## src/logic/fft_pkg.sv

```systemverilog
`default_nettype none

package fft_pkg;

    localparam int CWIDTH        = 32;
    localparam int TWIDDLE_WIDTH = 32;    // q1.15 real in upper half, imag in lower half
    localparam int POWER_LSB     = 9;

    typedef struct packed {
        logic signed [CWIDTH-1:0] re;
        logic signed [CWIDTH-1:0] im;
    } complex_t;

    typedef enum logic [3:0] {
        IDLE,
        STAGE_INIT,
        BUTTERFLY_CALC,
        UPDATE_VALUES,
        NEXT_J,
        NEXT_K,
        NEXT_STAGE,
        FINISH
    } fft_state_t;

    function automatic complex_t c_mul(input logic [TWIDDLE_WIDTH-1:0] w, input complex_t x);
        logic signed [15:0] w_re;
        logic signed [15:0] w_im;
        logic signed [63:0] p_rr;
        logic signed [63:0] p_ii;
        logic signed [63:0] p_ri;
        logic signed [63:0] p_ir;
        logic signed [63:0] sum_re;
        logic signed [63:0] sum_im;
        complex_t           res;
        w_re   = w[TWIDDLE_WIDTH-1:16];
        w_im   = w[15:0];
        p_rr   = (w_re * x.re) >>> 15;    // each partial truncated on its own
        p_ii   = (w_im * x.im) >>> 15;
        p_ri   = (w_re * x.im) >>> 15;
        p_ir   = (w_im * x.re) >>> 15;
        sum_re = p_rr - p_ii;
        sum_im = p_ri + p_ir;
        res.re = sum_re[CWIDTH-1:0];
        res.im = sum_im[CWIDTH-1:0];
        return res;
    endfunction

    function automatic complex_t c_add(input complex_t a, input complex_t b);
        complex_t res;
        res.re = a.re + b.re;
        res.im = a.im + b.im;
        return res;
    endfunction

    function automatic complex_t c_sub(input complex_t a, input complex_t b);
        complex_t res;
        res.re = a.re - b.re;
        res.im = a.im - b.im;
        return res;
    endfunction

    function automatic logic [63:0] c_power(input complex_t a);
        logic signed [63:0] sq_re;
        logic signed [63:0] sq_im;
        sq_re = a.re * a.re;
        sq_im = a.im * a.im;
        return 64'(sq_re) + 64'(sq_im);
    endfunction

endpackage

`default_nettype wire

```

## src/logic/power_stream.sv

```systemverilog
`default_nettype none

module power_stream #(
    parameter int NFFT        = 16,
    parameter int POWER_WIDTH = 32
) (
    input  wire logic                       clk,
    input  wire logic                       rst_n,
    input  wire logic                       stages_done_i,

    output logic [$clog2(NFFT)-1:0]         out_addr_o,
    input  fft_pkg::complex_t               out_data_i,

    output logic                            busy_o,
    output logic                            power_valid_o,
    output logic [$clog2(NFFT)-1:0]         power_ptr_o,
    output logic [POWER_WIDTH-1:0]          power_sample_o,
    output logic                            fft_done_o
);

    localparam int PTR_W = $clog2(NFFT);
    localparam logic [PTR_W-1:0] LAST_BIN = PTR_W'(NFFT/2 - 1);

    logic [PTR_W-1:0] bin_cnt;
    logic             run;
    logic [63:0]      power_full;

    assign out_addr_o = bin_cnt;
    assign power_full = fft_pkg::c_power(out_data_i);
    assign busy_o     = run || power_valid_o;    // covers the last sample too

    always_ff @(posedge clk or negedge rst_n) begin
        if (!rst_n) begin
            bin_cnt        <= '0;
            run            <= 1'b0;
            power_valid_o  <= 1'b0;
            power_ptr_o    <= '0;
            power_sample_o <= '0;
            fft_done_o     <= 1'b0;
        end else begin
            power_valid_o <= 1'b0;
            fft_done_o    <= power_valid_o && !run;    // one cycle after the last bin
            if (stages_done_i || run) begin
                power_valid_o  <= 1'b1;
                power_ptr_o    <= bin_cnt;
                power_sample_o <= power_full[fft_pkg::POWER_LSB +: POWER_WIDTH];
                if (bin_cnt == LAST_BIN) begin
                    run     <= 1'b0;
                    bin_cnt <= '0;
                end else begin
                    run     <= 1'b1;
                    bin_cnt <= bin_cnt + 1'b1;
                end
            end
        end
    end

endmodule

`default_nettype wire

```

## config.mk

```make
export PLATFORM = sky130hd
export DESIGN_NAME = power_stream
export DESIGN_NICKNAME = d
export VERILOG_FILES = /design/src/logic/fft_pkg.sv /design/src/logic/power_stream.sv
export SDC_FILE = /design/constraint.sdc
export NUM_CORES = 2
export LEC_CHECK = 0
export BUFFER_PORTS_ARGS = -buffer_cell sky130_fd_sc_hd__buf_2
export CORE_MARGIN = 2
export CORE_UTILIZATION = 47
export CTS_CLUSTER_SIZE = 12
export DETAILED_ROUTE_END_ITERATION = 10
export GPL_TIMING_DRIVEN = 0
export HOLD_SLACK_MARGIN = 0.02
export MAX_ROUTING_LAYER = met4
export SLEW_MARGIN = 20
export SYNTH_ARGS = -nofsm -noshare
export SYNTH_HDL_FRONTEND = slang
export SYNTH_SLANG_ARGS = --single-unit
```

## constraint.sdc

```tcl
create_clock -name clk -period 1.75 [get_ports clk]
set_clock_uncertainty 0.2 [all_clocks]
set_input_delay 0.0875 -clock clk [delete_from_list [all_inputs] [get_ports clk]]
set_output_delay 0.0875 -clock clk [all_outputs]
set_load 0.1 [all_outputs]
```

-- After elaboration in Yosys (flattened, before gate mapping)
Cells that the tools add are included.
- equal/unequal tests: 1
- $add $sub $neg: 2
- reductions and logical operators: 4
- multiplexer cells: 3
- multiply operators: 2
- operator list (operator ; count):
    $mul 32x32->41 ; 2
    $add 41x41->41 ; 1
    $add 4x1->4 const B ; 1
    $eq 4x3->1 const B ; 1
    $mux 4 ; 1
    $logic_or 1x1->1 ; 2
    $mux 1 ; 2
    $logic_and 1x1->1 ; 1
    $logic_not 1->1 ; 1
- output and inout bits: 43
- bits in registers: 43
- input port bits: 67

-- Depth between registers and ports, before layout
- depth in word-level cells: 2
- depth in mapped cells: 34

-- Least setup slack after synthesis
No wires, ideal clock.
- path kind: in2reg
- from: input out_data_i[31] (netlist bit)
- to: register power_sample_o[31]
- stages on the path: 28
- arrival: 7921 ps
- required time: 1417 ps
- library setup time: 133 ps
- slack: -6504 ps
- cell sequence: clkbuf_1 > nand2_1 > fa_1 > fa_1 > inv_1 > fa_1 > inv_1 > fa_1 > inv_1 > fa_1 > fa_1 > fa_1 > fa_1 > fa_1 > inv_1 > fa_1 > inv_1 > ha_1 > clkbuf_1 > a21o_1 > a21o_1 > a21o_1 > a21o_1 > a221o_1 > a21oi_1 > o2111ai_1 > xnor2_1 > o21ai_0
- longest elaborated chain between the ends: 2
- ends and longest elaborated chain (item ; line ; source):
    from (decl) ; power_stream.sv:12 ; input fft_pkg::complex_t out_data_i,
    $mul 32x32->41 ; fft_pkg.sv:66 ; sq_im = a.im * a.im;
    $add 41x41->41 ; fft_pkg.sv:67 ; return 64'(sq_re) + 64'(sq_im);
    to (signal assigned) ; power_stream.sv:46 ; power_sample_o <= power_full[fft_pkg::POWER_LSB +: POWER_WIDTH];
    to (decl) ; power_stream.sv:17 ; output logic [POWER_WIDTH-1:0] power_sample_o,
No other way between the ends.
A chain may end at the register's enable or synchronous reset.

-- Worst setup path in the final report
- from: input out_data_i[2] (netlist bit)
- to: register power_sample_o[24]
Same word-level chain as after synthesis.

==> results.ini <==
[worst_setup_path]
startpoint_type=input port
cp_slowest_cell=fa_2
required_ns=1.72
crit_type=input port to register
path_common_cell=fa_1
crit_fanout=6
cp_slowest_stage_delay_ns=0.60
end_kind=register
ff2ff_path_depth=4
critPathArrivalTime_ns=8.21

[placement]
place_area_um2=46600
dp_hpwl_um=117000
numPortBuffers=103
dp.cells=5764
place_congestion=0.955

[global_route]
grt_max_degree=44
grt-ovfl-total=0
grt_first_pass_wirelength_um=206000
use_met2_pct=52.4
gr-max-usage-layer=met2
antenna_found_initial=17
use_met1_pct=38.9
first_global_vias=33800
grt_use_total_pct=31.2
met3_usage_pct=3.75

[yosys]
synth-seq-cells=43
seq_area_frac_synth_pct=2.48
synth_compound_area_share_pct=1.70
ys_async_sr_fraction_pct=100
synth_top_family_by_area=adder cells
synth_top_area_share_pct=60.0
yosys.area_share.simple_pct=9.91
ys.flop_type=dfrtp_1
syn_inst=4475
synth.distinct_cells=57
synthXorXnorAreaFrac_pct=2.28
synth_mux_area_share_pct=0.150
syn_area_per_cell_um2=9.71
synth_area_um2=43400
ys.warnings.count=0
synth_largest_area_cell=fa_1
synth_edf_count=0
syn_nets=6147
synth_fa_ha_area_share_pct=68.7
synth_area_leaders=fa_1, inv_1, ha_1

[sta]
clock.fmax_mhz=121
maxSlewHeadroom_pct=50.4
final-setup-viol-count=32
period_share_pct=471
whs_ns=0.125
finalHoldViolations=0
finalCriticalPeriod_ns=8.24
maxSlewViolCount=0
fin_ws_ns=-6.49
worst_pin_slew_ns=0.745
rsz0062_at_grt=yes

[cells_and_area]
utilization_pct=55.4
final_cell_mix=inv_1, fa_1, nand2_1
drive_above_1_share_pct=16.2
final_nets=6406
final_cells=5930
nFillCells=8336
syn_to_final_growth_pct=16.9
final_common_cell=inv_1
fin_area_um2=50800

[cts]
clkTransAtPathRegs_ns=0.07
ctsLongestPathBuffers=2
cts_made_buffers=5
insertion_delay_ns=0.31
cts-root-buf=clkbuf_16
cts_sinks=43
cts.htree.levels=2
cts_tree=yes

[die]
die-area_um2=94900
ios=110
fp.dieH_um=308
die_w_um=308
initial_core_util_pct=47.4
core_um2=91700
rows=111

[outcome]
violations=negative setup slack
outcome=complete, but fails checks

[routing]
first_pass_iters=7
drt-total-wl_um=137000
wl_per_cell_um=23.1
vias_per_cell=5.05
drtAntennaViolNets=0
drt_drc_violations_left=0
vias=29900
drtIter0Drc=1952

[hold_path]
hold_path.class=input port to register
hold_path_depth=4

[run]
drv_cap=0

[registers in the layout, indices dropped and copies added (netlist names)]
register,count
fft_done_o,1
out_addr_o,4
power_ptr_o,4
power_sample_o,32
power_valid_o,1
run,1
[routing by layer]
metal | routed length, um | share of wire (%)
met5 | 0 | 0
met4 | 6560 | 4.8
met3 | 8110 | 5.9
met2 | 69200 | 51
met1 | 53000 | 39
[path summary, 6_finish.rpt]
check / start / endpoint / slack, ns
max: out_data_i[2] / power_sample_o[24]$_DFFE_PN0P_ / -6.49
min: stages_done_i / out_addr_o[0]$_DFFE_PN0P_ / 0.12
max reg2reg: run$_DFFE_PN0P_ / power_sample_o[14]$_DFFE_PN0P_ / -0.06
min reg2reg: power_sample_o[19]$_DFFE_PN0P_ / power_sample_o[19]$_DFFE_PN0P_ / 0.26
max in group asynchronous: rst_n / out_addr_o[2]$_DFFE_PN0P_ / 0.77
min in group asynchronous: rst_n / power_sample_o[21]$_DFFE_PN0P_ / 0.14
[area by class of cell]
cell class / count / area [um^2] / area share [%]
Multi-Input combinational cell: 2723 / 37600 / 74.0
Inverter: 1572 / 5930 / 11.7
Buffer: 135 / 2320 / 4.56
Timing Repair Buffer: 254 / 2210 / 4.36
Tap cell: 1186 / 1480 / 2.92
Sequential cell: 43 / 1080 / 2.13
Clock buffer: 5 / 125 / 0.246
Antenna cell: 9 / 22.5 / 0.0443
Clock inverter: 3 / 20.0 / 0.0394
[through the flow]
stage	worst slack [ns]	setup TNS (ns)
final	-6.49	-190.32
after global routing	-6.66	-196.26
after CTS	-6.48	-191.28
after detailed placement	-7.88	-227.27
after global placement	-7.85	-225.88
after floorplan	-5.94	-172.07
[cell families after synthesis]
family          after synthesis
simple gates                888
buf+inv                    1709
xor+xnor                    113
fa+ha+maj                  1605
flops                        43
compound gates              111
mux                           6
[worst max-delay path: cells and delay by family]
family,cells,cell delay [ns]
and+or+nand+nor,3,0.20
buffers and inverters,12,0.90
AOI/OAI and AO/OA,6,1.37
xor gates and xnor gates,1,0.25
adders and majority gates,11,5.39
[synthesized netlist by cell type (5+ instances only)]
cell type and number:
a21oi_1 34, or2_2 9, o21ai_0 24, xnor2_1 87, a21o_1 19, nand2b_1 12
ha_1 304, and2_1 321, nand3_1 17, fa_1 1301, nand2_1 420, dfrtp_1 43
inv_1 1567, nor2b_1 12, xor2_1 26, a31oi_1 5, nor2_1 77, clkbuf_1 132
[what timing repair did]
action | in CTS | in global routing
endpoints found under the setup margin | 41 | 39
gates resized for setup | 439 | 199
gates cloned | 0 | 0
hold endpoints to repair | 44 | 0
setup buffers | 102 | 54
pin swaps | 98 | 137
hold buffers | 2 | 0
Power is not shown: default switching activity piles up to over one toggle a cycle in this logic, so the estimate is an artifact.
